File: src/rvPipe_params.svh
// rvPipe sizing constants shared by the package and the RTL modules

`ifndef RVPIPE_PARAMS_SVH
`define RVPIPE_PARAMS_SVH

// integer data path width
`define XLEN 32

// data memory size in 32-bit words
`define DMEM_WORDS 128

// word address width, log2 of the word count
`define DMEM_AW 7

// architectural registers, x0 included
`define REG_COUNT 32

`endif
File: src/rvPipePkg.sv
// rvPipe shared types for instruction views, the stage control word and port structs

`include "rvPipe_params.svh"

package rvPipePkg;

    // instruction classes with NOP marking a bubble
    typedef enum logic [3:0] {
        LOAD  = 4'd0,
        IMM   = 4'd1,
        STORE = 4'd2,
        REG   = 4'd3,
        LUI   = 4'd4,
        AUIPC = 4'd5,
        NOP   = 4'd15
    } instType_e;

    // R and I formats with the U immediate in the upper 20 bits
    typedef struct packed {
        logic [6:0] funct7;
        logic [4:0] rs2;
        logic [4:0] rs1;
        logic [2:0] funct3;
        logic [4:0] rd;
        logic [6:0] opcode;
    } riView_t;

    // S format with the immediate split around the register fields
    typedef struct packed {
        logic [6:0] immHi;
        logic [4:0] rs2;
        logic [4:0] rs1;
        logic [2:0] funct3;
        logic [4:0] immLo;
        logic [6:0] opcode;
    } sView_t;

    typedef union packed {
        riView_t ri;
        sView_t  s;
    } instrWord_u;

    // stage control word with rs2 on top and the type at the bottom
    typedef struct packed {
        logic [4:0] rs2;
        logic [4:0] rs1;
        logic [4:0] rd;
        logic       fun7;
        logic [2:0] fun3;
        instType_e  instType;
    } ctrlWord_t;

    localparam ctrlWord_t ctrlNop = '{instType: NOP, default: '0};

    typedef struct packed {
        ctrlWord_t         ctrl;
        logic [`XLEN-1:0]  imm;
        logic [`XLEN-1:0]  pc;
    } idStage_t;

    typedef struct packed {
        logic                we;
        logic [`DMEM_AW-1:0] wordAddr;
        logic [`XLEN-1:0]    wrData;
        logic [3:0]          byteEn;
    } memReq_t;

    typedef struct packed {
        logic             valid;
        logic [4:0]       rd;
        logic [`XLEN-1:0] data;
    } wbPort_t;

endpackage

File: src/regFile.sv
// two-read one-write register file, x0 fixed at zero, write-through reads

`timescale 1ns/1ns

`include "rvPipe_params.svh"

module regFile (
    input  logic              clk,
    input  logic              rstN,
    input  logic [4:0]        rdAddr0,
    input  logic [4:0]        rdAddr1,
    output logic [`XLEN-1:0]  rdData0,
    output logic [`XLEN-1:0]  rdData1,
    input  rvPipePkg::wbPort_t wr
);

    logic [`XLEN-1:0] regs [`REG_COUNT];
    logic             wrEn;

    // x0 writes are dropped here, the retire port still shows them
    assign wrEn = wr.valid && (wr.rd != 5'd0);

    always_ff @(posedge clk or negedge rstN) begin
        if (!rstN) begin
            for (int i = 0; i < `REG_COUNT; i++) begin
                regs[i] <= '0;
            end
        end else if (wrEn) begin
            regs[wr.rd] <= wr.data;
        end
    end

    // same-cycle write wins over the stored value
    assign rdData0 = (wrEn && wr.rd == rdAddr0) ? wr.data : regs[rdAddr0];
    assign rdData1 = (wrEn && wr.rd == rdAddr1) ? wr.data : regs[rdAddr1];

endmodule

File: config.mk
export PLATFORM = sky130hd
export DESIGN_NAME = regFile
export DESIGN_NICKNAME = d
export VERILOG_FILES = /design/src/rvPipePkg.sv /design/src/regFile.sv
export VERILOG_INCLUDE_DIRS = /design/src
export SDC_FILE = /design/constraint.sdc
export NUM_CORES = 2
export LEC_CHECK = 0
export BUFFER_PORTS_ARGS = -buffer_cell sky130_fd_sc_hd__buf_2
export CORE_UTILIZATION = 42
export DETAILED_ROUTE_END_ITERATION = 10
export HOLD_SLACK_MARGIN = 0.1
export PLACE_DENSITY_LB_ADDON = 0.08
export SLEW_MARGIN = 20
export SYNTH_ARGS = -nofsm -noshare
export SYNTH_HDL_FRONTEND = slang
export SYNTH_SLANG_ARGS = --single-unit
export TNS_END_PERCENT = 10
File: constraint.sdc
create_clock -name clk -period 5.3 [get_ports clk]
set_input_delay 1.59 -clock clk [delete_from_list [all_inputs] [get_ports clk]]
set_output_delay 1.59 -clock clk [all_outputs]
set_load 0.01 [all_outputs]
==> impl_metrics.yaml <==
hold_path:
  hold_path.class: "reg2reg"
  hold_depth: 0
power:
  pwr-share-comb_pct: 18.9
  power_frac_clock_pct: 36.4
  pwr-share-seq_pct: 44.6
  p_int_uw: 17100
  leakage_uw: 0.0266
  p_sw_share_pct: 26.7
  vdd_drop_max_uv: 251
  switchingPower_uw: 6230
  power_density_nw_per_um2: 380
logic_synthesis:
  yosys-mux-area-fraction_pct: 42.6
  yosys_warnings: 0
  synth_nets: 3533
  synth_ff_type: "dfrtp_1"
  synth.distinct_cells: 41
  yosys.area_share.adder_pct: 0
  netlist_area_um2: 53400
  synth_edf_count: 0
  synth_compound_area_share_pct: 3.64
  yosysSeqAreaShare_pct: 47.9
  synth_simple_gate_area_share_pct: 2.07
  synthArstFlopShare_pct: 100
  synth_xor_area_share_pct: 0.164
  syn_inst: 3483
  avgSynthCellArea_um2: 15.3
  ys_ff_latch: 1024
  synth_top_family_by_area: "multiplexers"
final_layout:
  nets: 3574
  top_regs: "regs: 1024 flops"
  final_cell_mix: "dfrtp_1 (1,024), mux2_2 (630), mux4_2 (511)"
  regMostFlops: "regs"
  drive_above_1_share_pct: 47.4
  largest_reg_flops: 1024
  final_common_cell: "dfrtp_1"
  syn_to_final_growth_pct: 14.6
worst_setup_path:
  crit_path_start: "rdAddr0[3]"
  crit_required_ps: 3710
  rr_worst_depth: 1
  critPathKind: "in2out"
  r2r_slack_ps: 4470
  timing.rr.start: "regs[887]"
  timing.rr.end: "regs[887]"
  critical_path.max_fanout: 12
  start_kind: "input pin"
  arrival_ps: 3700
  crit_end: "rdData0[31]"
  critPathCaptureType: "primary output"
grt:
  grt.total_usage_pct: 29.1
  grt_pass1_wl_mm: 267
  grt_start_max_net_pins: 102
  grt_pass1_vias: 36600
  grt-ovfl-total: 0
  grt_antenna_before_repair: 6
route:
  antenna_left: 0
  vias: 34500
  dr.pass1.iters: 5
  top_layer: "met5"
  vias_per_cell: 6.55
  route.detailed.drc: 0
  wl_met1_mm: 77.2
  wl_mm: 185
  route.met2.wl_mm: 86.8
  drt-initial-drc-count: 3200
  wl_met3_mm: 13.2
  wl_per_cell_um: 35.1
timing:
  fmax_mhz: 189
  tightestPinTransition_ps: 1170
  timing.hold.ws_ps: 395
  hold_violations: 0
  maxSlewHeadroom_pct: 21.8
  fin_crit_sh_pct: 99.8
  rsz0062_at_grt: "no"
  finalSetupViolations: 0
  fin_crit_ps: 5290
  clock_skew_ps: 0
  timing.setup.tns_ps: 0
  slew_violations: 0
clock_network:
  clkTransAtPathRegs_ps: 60
  cts_buffers: 118
  cts_max_level: 3
  root_buffer: "clkbuf_16"
  clk-insertion-delay-late_ps: 740
  ctsLongestPathBuffers: 3
  cts_tree: "built"
  cts_sinks: 1024
  cts_hold_buffers: 0
die:
  row_count: 130
  io_pins: 114
  die_h_um: 359
  dieArea_um2: 129000
  core_um2: 126000
  start_util_pct: 42.5
  die-width_um: 359
job:
  cap_violations: 0
placement:
  gp_congestion: 0.825
  place_hpwl_mm: 108
  portBuffers: 113
status:
  status: "finished, final reports clean"
==> synth_stat cells, types with 2 or more instances <==
master / n / share of area (%)
a211oi_1: 2 / 0.028
a221oi_1: 2 / 0.033
and2_1: 2 / 0.023
buf_1: 51 / 0.36
buf_2: 87 / 0.81
buf_4: 36 / 0.51
buf_6: 17 / 0.36
clkbuf_1: 220 / 1.5
dfrtp_1: 1024 / 48
inv_2: 2 / 0.014
mux2_1: 363 / 7.6
mux2_2: 630 / 13
mux2i_1: 6 / 0.11
mux4_2: 511 / 22
nand2_1: 83 / 0.58
nand3_1: 10 / 0.094
nand3b_1: 7 / 0.098
nor2_1: 22 / 0.15
nor2b_1: 3 / 0.035
nor3b_1: 4 / 0.056
o21ai_1: 62 / 0.58
o22ai_1: 248 / 2.9
or3_1: 3 / 0.035
or3b_1: 2 / 0.033
or4_1: 62 / 0.87
xnor2_1: 6 / 0.098
xor2_1: 4 / 0.066
==> through the flow <==
step | instances | instance area (um2) | util (%) | power (uW) | worst slack (ps)
floorplan | 3483 | 53400 | - | 13400 | 499
global placement | 5054 | 57200 | 45.4 | 14600 | -42.9
detailed placement | 5054 | 57200 | 45.4 | 14900 | -51.9
CTS | 5269 | 61200 | 48.6 | 23500 | 29.7
global route | 5269 | 61300 | 48.7 | 24300 | 3.74
finish | 5271 | 61300 | 48.7 | 23300 | 9.44
==> what timing repair did <==
action                                  4_1_cts  5_1_grt
resized for setup                             3        4
endpoints found under the setup margin        2        4
setup buffers                                 0        0
==> critical path, stage by stage <==
cell and delay, ps:
clkbuf_4 200, inv_2 190, or3_2 240, buf_12 210
o22ai_1 120, or4_1 530, o21ai_1 390, buf_2 210
==> how the worst min path moves through the flow <==
stage | start | to | slack (ps)
detailed placement | regs[999] | regs[999] | 380
global route | regs[993] | regs[993] | 410
finish | regs[1014] | regs[1014] | 400
global placement | regs[998] | regs[998] | 380
floorplan | regs[1000] | regs[1000] | 440
CTS | regs[1002] | regs[1002] | 400
==> cells by family after synthesis <==
kind of cell	after synthesis
multiplexers	1510
flip-flops	1024
buffers and inverters	415
AO/OA/AOI/OAI	320
AND/OR/NAND/NOR	204
XOR/XNOR	10
==> final cells by class <==
type                       instances  area [um2]
clock inverter                    39         487
sequential                      1024       25600
tap                             1650        2060
timing repair buffer             333        3360
clock buffer                     176        3550
inverter                           3        11.3
fill                           10700       64600
multi-input combinational       2044       26200
antenna                            2        5.00
==> power by group through the flow <==
stage	clock network [uW]	registers, uW	logic (uW)
final	8490	10400	4420
after global placement	0	10300	4310
after floorplan	0	10100	3300
after CTS	8650	10400	4450
after global routing	8960	10600	4730
after detailed placement	0	10500	4440
==> metal layers <==
layer  track usage (%)  vias up
met2              46.0     1409
li1                  -    13800
met5                 0        -
met1              39.7    18900
met3              5.82      406
met4              11.6        6
Power figures use the tool's default switching activity.
