[config.mk]
export PLATFORM = sky130hd
export DESIGN_NAME = controlUnit
export DESIGN_NICKNAME = d
export VERILOG_FILES = /design/src/rvPipePkg.sv /design/src/controlUnit.sv
export VERILOG_INCLUDE_DIRS = /design/src
export SDC_FILE = /design/constraint.sdc
export NUM_CORES = 1
export LEC_CHECK = 0
export BUFFER_PORTS_ARGS = -buffer_cell sky130_fd_sc_hd__buf_4
export CORE_MARGIN = 2
export CORE_UTILIZATION = 53
export DETAILED_ROUTE_END_ITERATION = 16
export PLACE_DENSITY = 0.83
export SLEW_MARGIN = 10
export SYNTH_ARGS = -nofsm -noshare
export SYNTH_HDL_FRONTEND = slang
export SYNTH_SLANG_ARGS = --single-unit
[constraint.sdc]
create_clock -name clk -period 3.9 [get_ports clk]
set_clock_uncertainty 0.2 [all_clocks]
set_input_delay 0.78 -clock clk [delete_from_list [all_inputs] [get_ports clk]]
set_output_delay 0.78 -clock clk [all_outputs]
set_load 0.01 [all_outputs]
[src/rvPipe_params.svh]
// rvPipe sizing constants shared by the package and the RTL modules

`ifndef RVPIPE_PARAMS_SVH
`define RVPIPE_PARAMS_SVH

// integer data path width
`define XLEN 32

// data memory size in 32-bit words
`define DMEM_WORDS 128

// word address width, log2 of the word count
`define DMEM_AW 7

// architectural registers, x0 included
`define REG_COUNT 32

`endif
[src/rvPipePkg.sv]
// rvPipe shared types for instruction views, the stage control word and port structs

`include "rvPipe_params.svh"

package rvPipePkg;

    // instruction classes with NOP marking a bubble
    typedef enum logic [3:0] {
        LOAD  = 4'd0,
        IMM   = 4'd1,
        STORE = 4'd2,
        REG   = 4'd3,
        LUI   = 4'd4,
        AUIPC = 4'd5,
        NOP   = 4'd15
    } instType_e;

    // R and I formats with the U immediate in the upper 20 bits
    typedef struct packed {
        logic [6:0] funct7;
        logic [4:0] rs2;
        logic [4:0] rs1;
        logic [2:0] funct3;
        logic [4:0] rd;
        logic [6:0] opcode;
    } riView_t;

    // S format with the immediate split around the register fields
    typedef struct packed {
        logic [6:0] immHi;
        logic [4:0] rs2;
        logic [4:0] rs1;
        logic [2:0] funct3;
        logic [4:0] immLo;
        logic [6:0] opcode;
    } sView_t;

    typedef union packed {
        riView_t ri;
        sView_t  s;
    } instrWord_u;

    // stage control word with rs2 on top and the type at the bottom
    typedef struct packed {
        logic [4:0] rs2;
        logic [4:0] rs1;
        logic [4:0] rd;
        logic       fun7;
        logic [2:0] fun3;
        instType_e  instType;
    } ctrlWord_t;

    localparam ctrlWord_t ctrlNop = '{instType: NOP, default: '0};

    typedef struct packed {
        ctrlWord_t         ctrl;
        logic [`XLEN-1:0]  imm;
        logic [`XLEN-1:0]  pc;
    } idStage_t;

    typedef struct packed {
        logic                we;
        logic [`DMEM_AW-1:0] wordAddr;
        logic [`XLEN-1:0]    wrData;
        logic [3:0]          byteEn;
    } memReq_t;

    typedef struct packed {
        logic             valid;
        logic [4:0]       rd;
        logic [`XLEN-1:0] data;
    } wbPort_t;

endpackage

[src/controlUnit.sv]
// instruction decode stage: opcode classing, immediate build and pc counter

`timescale 1ns/1ns

`include "rvPipe_params.svh"

module controlUnit (
    input  logic                 clk,
    input  logic                 rstN,
    input  rvPipePkg::instrWord_u instr,
    input  logic                 instrValid,
    output rvPipePkg::idStage_t  idOut
);
    import rvPipePkg::*;

    ctrlWord_t        decCtrl;
    logic [`XLEN-1:0] decImm;
    ctrlWord_t        ctrlQ;
    logic [`XLEN-1:0] immQ;
    logic [`XLEN-1:0] pcQ;
    logic [`XLEN-1:0] pcCount;

    always_comb begin
        decCtrl.fun3 = instr.ri.funct3;
        // bit 30 picks sub and sra
        decCtrl.fun7 = instr.ri.funct7[5];
        decCtrl.rd   = instr.ri.rd;
        decCtrl.rs1  = instr.ri.rs1;
        decCtrl.rs2  = instr.ri.rs2;
        // I-type immediate unless the class says otherwise
        decImm = {{20{instr.ri.funct7[6]}}, instr.ri.funct7, instr.ri.rs2};
        case (instr.ri.opcode)
            7'b0000011: decCtrl.instType = LOAD;
            7'b0010011: decCtrl.instType = IMM;
            7'b0110011: decCtrl.instType = REG;
            7'b0100011: begin
                decCtrl.instType = STORE;
                decImm = {{20{instr.s.immHi[6]}}, instr.s.immHi, instr.s.immLo};
            end
            7'b0110111, 7'b0010111: begin
                decCtrl.instType = (instr.ri.opcode[5]) ? LUI : AUIPC;
                decImm = {instr.ri.funct7, instr.ri.rs2, instr.ri.rs1, instr.ri.funct3, 12'b0};
            end
            // unsupported opcodes travel as bubbles
            default: decCtrl.instType = NOP;
        endcase
    end

    always_ff @(posedge clk or negedge rstN) begin
        if (!rstN) begin
            ctrlQ   <= ctrlNop;
            pcCount <= '0;
        end else begin
            ctrlQ <= instrValid ? decCtrl : ctrlNop;
            // pc moves only on accepted words
            if (instrValid) begin
                pcCount <= pcCount + `XLEN'd4;
            end
        end
    end

    always_ff @(posedge clk) begin
        immQ <= decImm;
        pcQ  <= pcCount;
    end

    assign idOut = '{ctrl: ctrlQ, imm: immQ, pc: pcQ};

endmodule

==> out/metrics.cfg, run 1 <==
[placement]
place_congestion=0.743
numPortBuffers=119
hpwl_um=5060

[sta]
fin_crit_sh_pct=56.8
max_slew.worst_pin.slew_ps=739
setup_viol=0
fin_setup_tns_ps=0
slew_headroom_pct=50.8
hold_violations=0
timing.hold.ws_ps=115
max_freq_mhz=451
grt_setup_unrepaired=false
min_period_ps=2220
timing.final.max_slew_violations=0

[synthesis]
synth_top_area_share_pct=33.5
synth_edf_count=0
synth-seq-cells=115
yosys.area.top_type=dfxtp_1
async_flop_share_pct=46.1
synth.distinct_cells=35
synth_top_flop_cell=dfxtp_1
synthCells=287
synthesis.area_um2=3700
ys_warn_count=0
ys_top_cells_by_area=dfxtp_1 34%, dfrtp_1 33%, and2_1 4.4%, xnor2_1 4.0%, a21o_1 3.9%
synth_area_per_cell_um2=12.9
ys_seq_area_share_pct=69.5

[cts]
numCtsBuffers=17
cts.sinks=115
cts-root-buf=clkbuf_8
htreeDepth=4
clk_path_buf_depth=2
postCtsHoldBufs=0
cts_tree=done
post_cts_buffers=0
clk_latency_ps=500
cts_resized=0
clkTransAtPathRegs_ps=50

[grt]
grt_pass1_wl_um=12600
grt_pass1_vias=2569
grt_start_max_net_pins=54
antenna_found_initial=0
overflow=0
grt_use_total_pct=22.0

[cells_and_area]
final_cell_mix=119 x buf_4, 62 x dfxtp_1, 49 x dfrtp_1, 26 x and2_1, 21 x nand2_1
register_area_um2=2570
final_util_pct=77.8
syn2layout_area_growth_pct=42.9
num-fill-cells=426
layout-drive-gt1-share_pct=37.9
final_common_cell=buf_4
nets=448
multi_input_area_um2=1050
antenna_cells=0

[critical_path]
slowest_delay_ps=540
r2r-start=pcCount[2]
worst_ep_arrival_time_ps=2400
rr_worst_depth=5
cp-start-kind=primary input
r2r_setup_slack_ps=1910
crit_path_top_delay_cell=and2_1
crit_type=in -> reg
endpoint_kind=register
crit_chain=buf_4, and4bb_2, nand3_1, and2_1, a21o_1
cp.required_ps=4080
crit_fanout=20
r2r-end=pcCount[20]

[die]
row_count=30
fp.coreArea_um2=6790
die_w_um=87.6
die_h_um=87.6
start_util_pct=54.5
dieArea_um2=7670
pin_count=122

[min_path]
hold_path_class=in -> async

[power]
leakage_nw=2.63
p_per_area_nw_per_um2=610
finalPower_w=0.00323
ir_drop_v=0.000393

[route]
vias=2549
wire_per_inst_um=15.1
vias_per_cell=4.89
drt_pass1_iterations=4
final_antenna_net_count=0
drc_errors=0
first_iter_violations=114
wl_um=7870

[flow_run]
cap_violations=0

[run_status]
outcome=finished clean

sequential cells by signal, indices dropped and copies added (netlist names):
name / count
idOut: 23
immQ: 32
pcCount: 30
pcQ: 30
worst max-delay path by stage:
stage,start,end,slack [ps]
after floorplan,instr[3],immQ[12],1820
after global placement,instr[3],immQ[19],1250
after detailed placement,instr[3],immQ[26],1190
after CTS,instr[3],immQ[12],1690
after global routing,instr[3],immQ[26],1540
final,instr[3],immQ[12],1680
layer usage:
| metal | share of wire, % | track usage [%] | up-vias |
|---|---|---|---|
| met1 | 39 | 24.4 | 1225 |
| met3 | 9.3 | 11.1 | 12 |
| li1 | - | - | 1203 |
| met5 | 0 | 0 | - |
| met2 | 51 | 36.2 | 109 |
| met4 | 0.99 | 8.67 | 0 |
critical path, delay by kind of cell:
family                 cells  cell delay [ps]
AOI/OAI and AO/OA          1              260
buffers and inverters      1              100
and+or+nand+nor            3             1250
where the power goes:
part	internal, W	total, W	switching (W)
clock	0.00112	0.00161	0.000497
combinational	0.000146	0.000266	0.000120
sequential	0.00129	0.00135	0.0000641
total	0.00255	0.00323	0.000681
logic make-up (layout without fill, tap and decap cells):
| group | Yosys count | count (layout) | share of synthesized area, % |
|---|---|---|---|
| fa+ha+maj | 1 | 1 | 0.338 |
| simple gates | 95 | 95 | 15.5 |
| compound gates | 27 | 27 | 5.00 |
| xor+xnor | 29 | 29 | 6.86 |
| mux | 1 | 1 | 0.304 |
| other cells | 1 | 2 | 0.101 |
| flops | 115 | 115 | 69.5 |
| buf+inv | 18 | 155 | 2.37 |
per-stage QoR:
| stage | area (µm²) | setup slack [ps] | cells |
|---|---|---|---|
| after detailed placement | 4650 | 1190 | 489 |
| after CTS | 5290 | 1690 | 521 |
| final | 5290 | 1680 | 521 |
| after floorplan | 3710 | 1820 | 288 |
| after global placement | 4650 | 1250 | 489 |
| after global routing | 5290 | 1540 | 521 |
synth_stat cells, types with 2 or more instances:
master	number
a21o_1	19
buf_2	4
o21ai_0	7
nor3_1	4
nand4_1	8
and2_1	26
clkbuf_1	7
dfstp_2	4
nor2_1	5
and4_1	3
and3_1	5
xor2_1	12
inv_1	4
nand2_1	21
dfxtp_1	62
buf_4	2
nand3_1	12
dfrtp_1	49
xnor2_1	17
cell type report:
| class | count | share of cell area [%] |
|---|---|---|
| clock buffer | 25 | 9.96 |
| clock inverter | 7 | 2.18 |
| inverter | 4 | 0.284 |
| multi-input combinational | 155 | 19.8 |
| sequential | 115 | 48.6 |
| tap | 96 | 2.27 |
| timing repair buffer | 119 | 16.9 |
No activity file was read; power rests on OpenSTA's default activity.
==> run 2: changes to the inputs <==
CORE_UTILIZATION = 45   (was 53)
PLACE_DENSITY = 0.75   (was 0.83)
clock period = 2 ns   (was 3.9 ns; I/O delays follow)
==> run 2 against run 1 <==
Setup slack lost 1600 ps. Flip-flop and latch count is the same. Sequential share of layout area shrank 3.7 points. Critical path type unchanged.
==> out/metrics.cfg, run 2 (synthesis results as in run 1) <==
[sta]
fin_crit_sh_pct=94.8
slew_headroom_pct=48.4  ; -2.4 points
fin_setup_tns_ps=0  ; unchanged
min_period_ps=1900
grt_setup_unrepaired=false
max_slew.worst_pin.slew_ps=774  ; +35.7 ps
max_freq_mhz=528
timing.final.max_slew_violations=0  ; unchanged
hold_violations=0  ; unchanged
setup_viol=0  ; unchanged

[grt]
grt_pass1_vias=2780  ; +8.2%
grt_start_max_net_pins=54  ; unchanged
antenna_found_initial=0  ; unchanged
overflow=0  ; unchanged
grt_pass1_wl_um=13800  ; +9.6%
grt_use_total_pct=20.8  ; -1.2 points

[power]
p_sw_w=0.00146  ; +110%
p_per_area_nw_per_um2=1140  ; +86%
pwr-share-seq_pct=40.4  ; -1.4 points
leakage_nw=2.81  ; +7.0%
combPwrFrac_pct=9.0  ; +0.8 points
ir_drop_v=0.000729  ; +86%
clockPowerShare_pct=50.6  ; +0.6 points
swShare_pct=22.5  ; +1.4 points
internal-power_w=0.00504  ; +98%

[cts]
htreeDepth=4  ; unchanged
clkTransAtPathRegs_ps=60  ; about the same
post_cts_buffers=0  ; unchanged
cts-root-buf=clkbuf_8
clk_path_buf_depth=2  ; unchanged
clk_latency_ps=500  ; about the same
cts.sinks=115  ; unchanged
numCtsBuffers=17  ; unchanged
cts_tree=done

[critical_path]
crit_buf_inv=3  ; +2
r2r-end=pcCount[31]
crit_chain=dlygate4sd3_1, buf_4, and4b_2, nand2_1, o21ai_0, dlygate4sd3_1
r2r_setup_slack_ps=140  ; -1770 ps
endpoint_kind=register
crit_fanout=10  ; -50%
slowest_delay_ps=560  ; +20 ps
r2r-start=pcCount[14]
cp_common_cell=dlygate4sd3_1
rr_worst_depth=4  ; -1
crit_path_top_delay_cell=dlygate4sd3_1
cp.required_ps=2190  ; -1890 ps
worst_ep_arrival_time_ps=2080  ; -320 ps
cp-start-kind=primary input
crit_family=buffers and inverters
crit_type=in -> reg

[route]
vias_per_cell=4.76  ; -2.7%
final_antenna_net_count=0  ; unchanged
first_iter_violations=48  ; -58%
drt_pass1_iterations=4  ; unchanged
wl_um=8650  ; +9.9%
wire_per_inst_um=15.1  ; +0.11%
drc_errors=0  ; unchanged
vias=2724  ; +6.9%

[cells_and_area]
reg_top3=immQ: 32 flops, pcCount: 30 flops, pcQ: 30 flops
num-fill-cells=538  ; +26%
final_common_cell=buf_4
largest_reg_flops=32  ; unchanged
layout-drive-gt1-share_pct=36.8  ; -1.1 points
final_cell_mix=126 x buf_4, 62 x dfxtp_1, 49 x dfrtp_1, 35 x dlygate4sd3_1, 26 x and2_1
antenna_cells=0  ; unchanged
nets=490  ; +9.4%
top_register=immQ
stdcell_count=572  ; +9.8%
syn2layout_area_growth_pct=54.6

[min_path]
hold_path_depth=4
min_from=instr[4]
hold_path_class=in -> reg
holdPathEnd=idOut[64]

[die]
dieArea_um2=8970  ; +17%
die_w_um=94.7  ; +8.1%
row_count=33  ; +10%
pin_count=122  ; unchanged
die_h_um=94.7  ; +8.1%
start_util_pct=45.7  ; -8.7 points
fp.coreArea_um2=8090  ; +19%

[placement]
numPortBuffers=119  ; unchanged
place_inst=505  ; +3.3%
hpwl_um=5350  ; +5.7%
place_congestion=0.787  ; +6.0%

[flow_run]
cap_violations=0  ; unchanged

[run_status]
outcome=finished clean

==> run 2: cell types whose count changed in the layout (fill, tap and decap cells not counted) <==
cell	before	now
clkbuf_1	2	0
clkbuf_8	5	2
and4b_2	0	1
nor4_1	1	0
nor4_2	1	2
bufinv_16	3	5
dlygate4sd3_1	0	35
inv_6	0	3
and4b_1	1	0
clkinv_4	0	4
buf_4	119	126
clkbuf_16	18	16
clkinv_2	2	0
==> run 2: what timing repair did <==
action,in CTS,in global routing
endpoints found under the hold margin,106,0
resized for setup,0,2
hold buffers,35,0
endpoints found under the setup margin,0,5
==> run 2: worst max path at each step <==
stage / from / cells after the start / slack (ps) / end
after floorplan: instr[3] / 5 / 300 / immQ[25]
after global placement: instr[3] / 4 / 60 / immQ[21]
after detailed placement: instr[3] / 4 / -10 / immQ[29]
after CTS: instr[5] / 5 / 70 / immQ[4]
after global routing: pcCount[14] / 4 / 50 / pcCount[31]
final: instr[5] / 6 / 100 / immQ[0]
==> run 2: worst register-to-register path, cell delays in order, from the launching register on <==
cell     delay, ps
dfrtp_1        420
nand4_2        170
or3_1          500
nor4_2         300
xor2_1         190
==> run 2: layer usage <==
metal  part of all wire (%)  vias to the layer above  routed length (µm)  global-route usage, %
li1                       -                     1291                   -                      -
met1                     40                     1312                3480                   23.7
met2                     50                      110                4310                   34.0
met3                    8.9                       11                 770                   9.42
met4                    1.0                        0                  89                   8.70
met5                      0                        -                   0                      0
==> run 2: final cells by class <==
type / instances / area [µm²] / share of cell area, %
clock inverters: 14 / 226 / 3.96
clock buffers: 18 / 428 / 7.48
repair buffers: 161 / 1300 / 22.6
flip-flops and latches: 115 / 2570 / 44.9
multi-input cells: 155 / 1050 / 18.4
well taps: 105 / 131 / 2.30
inverters: 4 / 15.0 / 0.262
==> run 2: through the flow <==
step	hold slack, ps	power [W]	utilization (%)	instance area, µm²	worst slack [ps]
after floorplan	-95.6	0.00287	-	3710	305
after global placement	179	0.00318	58.2	4710	61.3
after detailed placement	197	0.00320	58.2	4710	-13.5
after CTS	10.5	0.00654	70.6	5720	71.0
after global routing	45.4	0.00673	70.7	5720	48.9
final	38.0	0.00650	70.7	5720	105
==> run 2: power groups by stage <==
stage	registers (W)	logic [W]	clock network [W]
floorplan	0.00271	0.000158	0
global placement	0.00266	0.000517	0
detailed placement	0.00267	0.000530	0
CTS	0.00263	0.000586	0.00333
global route	0.00265	0.000644	0.00344
finish	0.00263	0.000586	0.00329
