**src/rvPipe_params.svh**
```systemverilog
// rvPipe sizing constants shared by the package and the RTL modules

`ifndef RVPIPE_PARAMS_SVH
`define RVPIPE_PARAMS_SVH

// integer data path width
`define XLEN 32

// data memory size in 32-bit words
`define DMEM_WORDS 128

// word address width, log2 of the word count
`define DMEM_AW 7

// architectural registers, x0 included
`define REG_COUNT 32

`endif
```
**src/functionUnit.sv**
```systemverilog
// combinational integer ALU, select is funct3 with the funct7 bit appended

`timescale 1ns/1ns

`include "rvPipe_params.svh"

module functionUnit (
    input  logic [`XLEN-1:0] a,
    input  logic [`XLEN-1:0] b,
    input  logic [3:0]       fs,
    output logic [`XLEN-1:0] s
);

    always_comb begin
        case (fs)
            4'b0000: s = a + b;
            4'b0001: s = a - b;
            4'b0010: s = a << b[4:0];
            4'b0100: s = {{(`XLEN-1){1'b0}}, $signed(a) < $signed(b)};
            4'b0110: s = {{(`XLEN-1){1'b0}}, a < b};
            4'b1000: s = a ^ b;
            4'b1010: s = a >> b[4:0];
            // arithmetic shift keeps the sign
            4'b1011: s = $signed(a) >>> b[4:0];
            4'b1100: s = a | b;
            4'b1110: s = a & b;
            // address and auipc sums land here too
            default: s = a + b;
        endcase
    end

endmodule

```
**config.mk**
```make
export PLATFORM = sky130hd
export DESIGN_NAME = functionUnit
export DESIGN_NICKNAME = d
export VERILOG_FILES = /design/src/functionUnit.sv
export VERILOG_INCLUDE_DIRS = /design/src
export SDC_FILE = /design/constraint.sdc
export NUM_CORES = 1
export LEC_CHECK = 0
export BUFFER_PORTS_ARGS = -buffer_cell sky130_fd_sc_hd__buf_4
export CAP_MARGIN = 0
export CORE_MARGIN = 8
export CORE_UTILIZATION = 60
export DETAILED_ROUTE_END_ITERATION = 16
export PLACE_DENSITY = 0.82
export RECOVER_POWER = 25
export SKIP_LAST_GASP = 1
export SLEW_MARGIN = 0
export SYNTH_ARGS = -nofsm -noshare
export SYNTH_HDL_FRONTEND = slang
export SYNTH_SLANG_ARGS = --single-unit
```
**constraint.sdc**
```tcl
create_clock -name vclk -period 5.65
set_input_delay 0.565 -clock vclk [all_inputs]
set_output_delay 0.565 -clock vclk [all_outputs]
set_load 0.02 [all_outputs]
```
==> flow_metrics.py, run 1 <==
metrics = {
    "routing": {
        "ant_nets": 0,
        "finalWirelength_um": 34700,
        "vias": 10400,
        "firstDrtPassIters": 6,
        "wl_met1_um": 13900,
        "drc": 0,
        "routedWlPerCell_um": 24.5,
        "wl_met2_um": 14500,
        "drt_iter0_drc": 1425,
        "top_layer": "met4",
        "wl_met3_um": 5050,
        "via_per_inst": 7.31,
    },
    "floorplanning": {
        "core_um2": 13700,
        "rows": 43,
        "start_util_pct": 60.3,
        "die_area_um2": 17700,
        "ios": 100,
        "die_h_um": 133,
        "fp.dieW_um": 133,
    },
    "global_routing": {
        "antenna_found_initial": 0,
        "grt_pass1_vias": 9369,
        "grt_usage_pct": 36.8,
        "grt_max_degree": 77,
        "grt_first_pass_wirelength_um": 53300,
        "grt_overflow": 0,
    },
    "timing": {
        "maxSlewViolCount": 0,
        "fin_crit_sh_pct": 84.7,
        "worst_pin_slew_ns": 1.04,
        "hold_viol": 0,
        "layout_min_cycle_time_ns": 4.78,
        "final-setup-viol-count": 0,
        "tns_ns": 0,
        "fmax_mhz": 209,
        "rsz0062_at_grt": "no",
        "max_slew_margin_pct": 30.0,
    },
    "worst_setup_path": {
        "cp_data_required_time_ns": 5.09,
        "critPathArrivalTime_ns": 4.22,
        "start_kind": "input pin",
        "endpoint_kind": "output port",
        "path_class": "in2out",
        "critPathMaxFanout": 43,
    },
    "cts": {
        "cts.hold.buffers_added": 0,
        "cts.repair.resized": 0,
        "postCtsSetupBuffers": 0,
    },
    "cells_and_area": {
        "clkbuf_count": 0,
        "fin_area_um2": 8960,
        "nets": 1407,
        "final_util_pct": 65.6,
        "diodes": 0,
        "syn_to_final_growth_pct": 8.83,
        "seqCellArea_um2": 0,
        "instances_no_fill": 1418,
        "fill_cells": 1288,
        "seq_cells": 0,
        "final_common_cell": "nor2_1",
        "final_cell_mix": "nor2_1, buf_4, a21oi_1",
        "drive_above_1_share_pct": 14.6,
    },
    "hold_path": {
        "min_path_type": "in2out",
        "holdPathEnd": "s[0]",
        "whs_path_depth": 5,
        "min_from": "fs[3]",
    },
    "yosys": {
        "yosys_warnings": 0,
        "syn_area_per_cell_um2": 6.80,
        "syn_inst": 1212,
        "syn-cell-area_um2": 8240,
        "ys_types": 83,
        "ys_seq_area_share_pct": 0,
        "syn-num-nets": 1379,
    },
    "power_and_ir_drop": {
        "p_total_uw": 1030,
        "p_per_area_nw_per_um2": 115,
        "static-leakage-power_uw": 0.00391,
        "peakVddDrop_mv": 0.0720,
    },
    "place": {
        "port_buffers": 100,
        "gp_congestion": 1.03,
        "place_hpwl_um": 27100,
        "dpl-instance-area_um2": 8980,
        "dpl.cell_count": 1418,
    },
    "job": {
        "cap_violations": 0,
    },
    "outcome": {
        "status": "finished, final reports clean",
    },
}
## power breakdown
| group | internal (uW) | leakage, uW | switching (uW) |
|---|---|---|---|
| registers | 0 | 0 | 0 |
| logic | 380 | 0.00391 | 649 |
| clock network | 0 | 0 | 0 |
## Yosys cell counts (all sizes together) (6+ instances only)
master | number | area [um^2]
a211o | 8 | 70.1
a211oi | 22 | 165
a21o | 15 | 113
a21oi | 108 | 544
a221o | 10 | 100
a221oi | 16 | 140
a22oi | 28 | 210
a31oi | 20 | 140
and2 | 7 | 43.8
buf | 32 | 170
clkbuf | 63 | 236
ha | 97 | 1210
inv | 92 | 345
mux2 | 17 | 191
mux2i | 45 | 450
mux4 | 37 | 841
nand2 | 96 | 360
nand2b | 13 | 81.3
nand3 | 14 | 70.1
nand4 | 6 | 37.5
nor2 | 143 | 537
nor2b | 11 | 68.8
nor3 | 22 | 115
nor4 | 7 | 43.8
o2111ai | 13 | 114
o211ai | 20 | 150
o21a | 8 | 60.1
o21ai | 108 | 548
o21bai | 14 | 105
o221ai | 9 | 78.8
o22ai | 23 | 144
o31ai | 6 | 45.0
or3 | 13 | 81.3
## how the worst max path moves through the flow
stage,startpoint,to,slack (ns),cells after the start
after floorplan,b[2],s[30],0.72,16
after global placement,b[2],s[23],1.02,15
after detailed placement,b[2],s[23],0.96,15
after CTS,b[2],s[23],0.94,15
after global routing,b[2],s[27],0.70,15
final,b[2],s[23],0.87,15
## layout make-up
type	count	area [um^2]	share of cell area [%]
timing repair buffer	121	893	9.97
tap	180	225	2.51
multi-input combinational	1024	7500	83.6
inverter	93	349	3.89
## cells by family (layout without fill, tap and decap cells)
logic type | after synthesis | count (layout) | share of synthesized area [%]
buffers and inverters | 188 | 214 | 9.18
AND/OR/NAND/NOR | 354 | 354 | 19.5
XOR/XNOR | 4 | 4 | 0.425
AO/OA/AOI/OAI | 468 | 468 | 37.6
adder cells (fa/ha/maj) | 99 | 99 | 15.2
multiplexers | 99 | 99 | 18.0
## per-stage QoR
step	setup slack (ns)	hold slack, ns
CTS	0.938	1.69
global placement	1.02	1.68
global route	0.696	1.74
finish	0.865	1.70
floorplan	0.717	1.51
detailed placement	0.958	1.69
## worst max-delay path, cell delays in order
cell,delay (ns)
buf_4,0.12
inv_2,0.05
buf_4,0.46
ha_1,0.37
inv_1,0.09
a221oi_1,0.46
o21a_1,0.30
a31oi_4,0.15
o21ai_2,0.21
a311o_2,0.27
a21boi_2,0.10
or4b_1,0.51
a31oi_1,0.18
a311o_1,0.19
buf_4,0.16
## metal layers
layer,vias to the layer above,global-route usage [%]
met4,0,11.2
met3,118,9.11
li1,4601,-
met5,-,0
met2,838,54.5
met1,4811,51.3
No activity file was read; power rests on OpenSTA's default activity.
==> run 2: changes to the inputs <==
- CORE_UTILIZATION: 60 -> 57
- clock period: 5.65 -> 4.21 ns (I/O delays scaled with it)
==> run 2 against run 1 <==
Critical path type unchanged. Wire length increased by 1.9%. Via count increased by 1.9%. Core utilization decreased by 1.0 points. Largest power group unchanged. Sequential share of layout area unchanged.
==> flow_metrics.py, run 2 (synthesized netlist as in run 1, its figures left out) <==
metrics = {
    "cells_and_area": {
        "final_cell_mix": "buf_4, nor2_1, a21oi_1",
        "seq_cells": 0,
        "instances_no_fill": 1452,
        "drive_above_1_share_pct": 17.0,
        "clkbuf_count": 0,
        "fill_cells": 1371,
        "nets": 1436,
        "syn_to_final_growth_pct": 12.2,
        "fin_area_um2": 9240,
        "final_common_cell": "buf_4",
        "seqCellArea_um2": 0,
    },
    "routing": {
        "drt_iter0_drc": 1836,
        "vias": 10600,
        "ant_nets": 0,
        "finalWirelength_um": 35300,
        "routedWlPerCell_um": 24.3,
        "drc": 0,
        "firstDrtPassIters": 7,
        "via_per_inst": 7.28,
    },
    "worst_setup_path": {
        "cp_data_required_time_ns": 3.79,
        "worst-path-stages": 15,
        "path_buf_inv": 4,
        "start_kind": "input pin",
        "path_cells": "buf_4 -> inv_1 -> ha_1 -> or2_1 -> a221oi_1 -> buf_4 -> o21a_1 -> a31oi_4 -> o21ai_2 -> a311o_2 -> a21boi_2 -> or4b_1 -> a31oi_1 -> a311o_1 -> buf_4",
        "critPathArrivalTime_ns": 3.68,
        "crit_slowest_cell": "or4b_1",
        "endpoint_kind": "output port",
        "path_class": "in2out",
        "crit_family": "compound AO/OA/AOI/OAI gates",
        "critPathMaxFanout": 8,
        "crit_top_cell": "buf_4",
        "critical_path.max_stage_delay_ns": 0.51,
    },
    "power_and_ir_drop": {
        "p_per_area_nw_per_um2": 155,
        "peakVddDrop_mv": 0.0964,
        "p_total_uw": 1430,
        "static-leakage-power_uw": 0.00406,
    },
    "global_routing": {
        "use_met2_pct": 54.8,
        "antenna_found_initial": 0,
        "use_met3_pct": 9.05,
        "grt_overflow": 0,
        "grt_max_degree": 77,
        "grt_usage_pct": 36.1,
        "grt_pass1_vias": 9430,
        "grt_use_met1_pct": 49.8,
        "grt_first_pass_wirelength_um": 53200,
        "grt_most_used_layer": "met2",
    },
    "timing": {
        "hold_viol": 0,
        "final-setup-viol-count": 0,
        "fmax_mhz": 244,
        "max_slew_margin_pct": 44.7,
        "rsz0062_at_grt": "no",
        "fin_hold_ws_ns": 1.43,
        "fin_crit_sh_pct": 97.5,
        "layout_min_cycle_time_ns": 4.10,
        "tns_ns": 0,
        "worst_pin_slew_ns": 0.829,
        "maxSlewViolCount": 0,
    },
    "floorplanning": {
        "rows": 44,
        "core_um2": 14300,
        "die_h_um": 136,
        "start_util_pct": 57.5,
        "fp.dieW_um": 136,
        "die_area_um2": 18600,
        "ios": 100,
    },
    "outcome": {
        "status": "finished, final reports clean",
    },
    "place": {
        "port_buffers": 100,
        "dpl.cell_count": 1451,
        "dpl-instance-area_um2": 9240,
        "place_hpwl_um": 27600,
        "gp_congestion": 1.09,
    },
    "job": {
        "cap_violations": 0,
    },
    "hold_path": {
        "min_path_type": "in2out",
        "whs_path_depth": 5,
    },
}
[run 2: worst paths after layout]
kind,start,to,slack [ns]
worst max-delay path,a[1],s[23],0.11
worst min-delay path,fs[3],s[0],1.43
[run 2: metrics by stage]
stage,setup slack [ns],utilization [%]
floorplan,0.00213,-
global placement,0.229,64.5
detailed placement,0.164,64.5
CTS,0.160,64.5
global route,0.00288,64.5
finish,0.106,64.5
[run 2: what timing repair did]
action / 4_1_cts / 5_1_grt
endpoints found under the hold margin: 0 / 0
hold buffers: 0 / 0
buffers inserted: 0 / 0
gates resized for setup: 0 / 2
setup endpoints to repair: 0 / 3
[run 2: where the power goes]
| part | switching, uW | leakage, uW | internal (uW) | total (uW) |
|---|---|---|---|---|
| logic | 891 | 0.00406 | 544 | 1430 |
| registers | 0 | 0 | 0 | 0 |
| clock network | 0 | 0.00000000766 | 0.0000348 | 0.0000348 |
| total | 891 | 0.00406 | 544 | 1430 |
[run 2: area by class of cell]
cell class	instances	area, um^2	share of cell area, %
Timing Repair Buffer	150	1140	12.4
Multi-Input combinational cell	1024	7510	81.3
Tap cell	184	230	2.49
Inverter	93	349	3.78
Antenna cell	1	2.50	0.0271
[run 2: metal layers]
layer	routed length [um]	part of all wire [%]
met4	1340	3.8
met2	14900	42
met1	13700	39
met3	5450	15
met5	0	0
==> run 3: changes to the inputs <==
- CELL_PAD_IN_SITES_DETAIL_PLACEMENT: default -> 2
- CELL_PAD_IN_SITES_GLOBAL_PLACEMENT: default -> 2
- CORE_UTILIZATION: 57 -> 31
- PLACE_DENSITY: 0.82 -> default
- PLACE_DENSITY_LB_ADDON: default -> 0.1
- RECOVER_POWER: 25 -> 100
==> run 3 against run 2 <==
Wire length rose by 31%. Cell area up 7.1%. Power up 9.1%. Worst setup slack got worse by 0.011 ns. Critical path type unchanged. Critical endpoint unchanged.
==> flow_metrics.py, run 3 (synthesized netlist as in run 1, its figures left out) <==
metrics = {
    "place": {
        "port_buffers": 100,
        "dpl-instance-area_um2": 9740,
        "place_hpwl_um": 36100,
        "gp_congestion": 0.934,
        "post-place-ws_ns": 0.0587,
    },
    "hold_path": {
        "holdPathEnd": "s[0]",
        "min_path_type": "in2out",
        "whs_path_depth": 5,
        "min_from": "fs[3]",
    },
    "global_routing": {
        "grt_pass1_vias": 11200,
        "grt_max_degree": 77,
        "grt_overflow": 0,
        "antenna_found_initial": 3,
        "grt_usage_pct": 27.9,
        "grt_first_pass_wirelength_um": 68900,
    },
    "outcome": {
        "status": "finished, final reports clean",
    },
    "worst_setup_path": {
        "critical_path.max_stage_delay_ns": 0.59,
        "cp_data_required_time_ns": 3.79,
        "critPathMaxFanout": 6,
        "crit_slowest_cell": "or4_1",
        "path_cells": "buf_4 -> buf_4 -> ha_1 -> or4_1 -> o21a_4 -> a31oi_4 -> o21ai_2 -> a311o_2 -> a21boi_2 -> mux2i_1 -> a31oi_1 -> a311o_1 -> buf_4",
        "critPathArrivalTime_ns": 3.69,
        "path_class": "in2out",
        "start_kind": "input pin",
        "endpoint_kind": "output port",
        "crit_top_cell": "buf_4",
    },
    "cells_and_area": {
        "fin_area_um2": 9900,
        "nets": 1481,
        "clkbuf_count": 0,
        "seqCellArea_um2": 0,
        "drive_above_1_share_pct": 20.9,
        "final_cell_mix": "buf_4, nor2_1, a21oi_1",
        "seq_cells": 0,
        "syn_to_final_growth_pct": 20.2,
        "diodes": 0,
        "final_common_cell": "buf_4",
        "final_util_pct": 38.0,
    },
    "floorplanning": {
        "ios": 100,
        "start_util_pct": 31.6,
        "die_area_um2": 32000,
        "rows": 59,
        "fp.dieW_um": 179,
        "core_um2": 26100,
        "die_h_um": 179,
    },
    "timing": {
        "setup_ws_ns": 0.0944,
        "layout_min_cycle_time_ns": 4.12,
        "fin_crit_sh_pct": 97.8,
        "fin_hold_ws_ns": 1.43,
        "final-setup-viol-count": 0,
        "rsz0062_at_grt": "yes",
        "max_slew_margin_pct": 8.29,
        "worst_pin_slew_ns": 1.38,
        "hold_viol": 0,
        "tns_ns": 0,
        "maxSlewViolCount": 0,
        "fmax_mhz": 243,
    },
    "power_and_ir_drop": {
        "peakVddDrop_mv": 0.0890,
        "static-leakage-power_uw": 0.00431,
        "p_per_area_nw_per_um2": 158,
    },
    "routing": {
        "firstDrtPassIters": 5,
        "routedWlPerCell_um": 28.1,
        "drt_iter0_drc": 864,
        "via_per_inst": 6.44,
        "finalWirelength_um": 46300,
        "ant_nets": 0,
        "vias": 10600,
        "drc": 0,
    },
    "cts": {
        "cts.hold.buffers_added": 0,
    },
    "job": {
        "cap_violations": 0,
    },
}
==> run 3: changes by cell type in the layout (fill, tap and decap cells not counted), sizes merged <==
cell / delta
buf: +43
clkbuf: +2
diode: -1
==> run 3: cell type report <==
type,count,area [um^2]
fillers,3175,16200
well taps,335,419
multi-input cells,1024,7580
repair buffers,195,1540
inverters,93,349
==> run 3: stage by stage <==
step | power (uW) | std cells
floorplan | 890 | 1212
global placement | 1480 | 1642
detailed placement | 1510 | 1642
CTS | 1520 | 1642
global route | 1670 | 1647
finish | 1570 | 1647
==> run 3: report_power, final <==
group	switching, uW	internal, uW
Combinational	966	599
Sequential	0	0
Clock	0	0
==> run 3: how the worst max path moves through the flow <==
stage,start,endpoint,depth (start not counted)
floorplan,b[1],s[23],15
global placement,a[10],s[30],15
detailed placement,a[0],s[0],17
CTS,a[0],s[0],17
global route,a[0],s[0],17
finish,a[6],s[23],13
==> run 3: routing by layer <==
metal  track usage, %  wire length (um)  up-vias
li1                 -                 -     4751
met2             43.3             20600      383
met5                0                36        -
met3             6.76              3900       66
met1             38.0             20600     5396
met4             7.03              1260        6
==> run 3: critical path, delay by kind of cell <==
family / cells / cell delay [ns]
and+or+nand+nor: 1 / 0.59
adders and majority gates: 1 / 0.25
AOI/OAI and AO/OA: 7 / 1.75
muxes: 1 / 0.24
buffers and inverters: 3 / 0.45
==> run 3: timing repair <==
action	4_1_cts	5_1_grt
buffers inserted	0	3
resized for setup	0	17
setup endpoints to repair	0	12
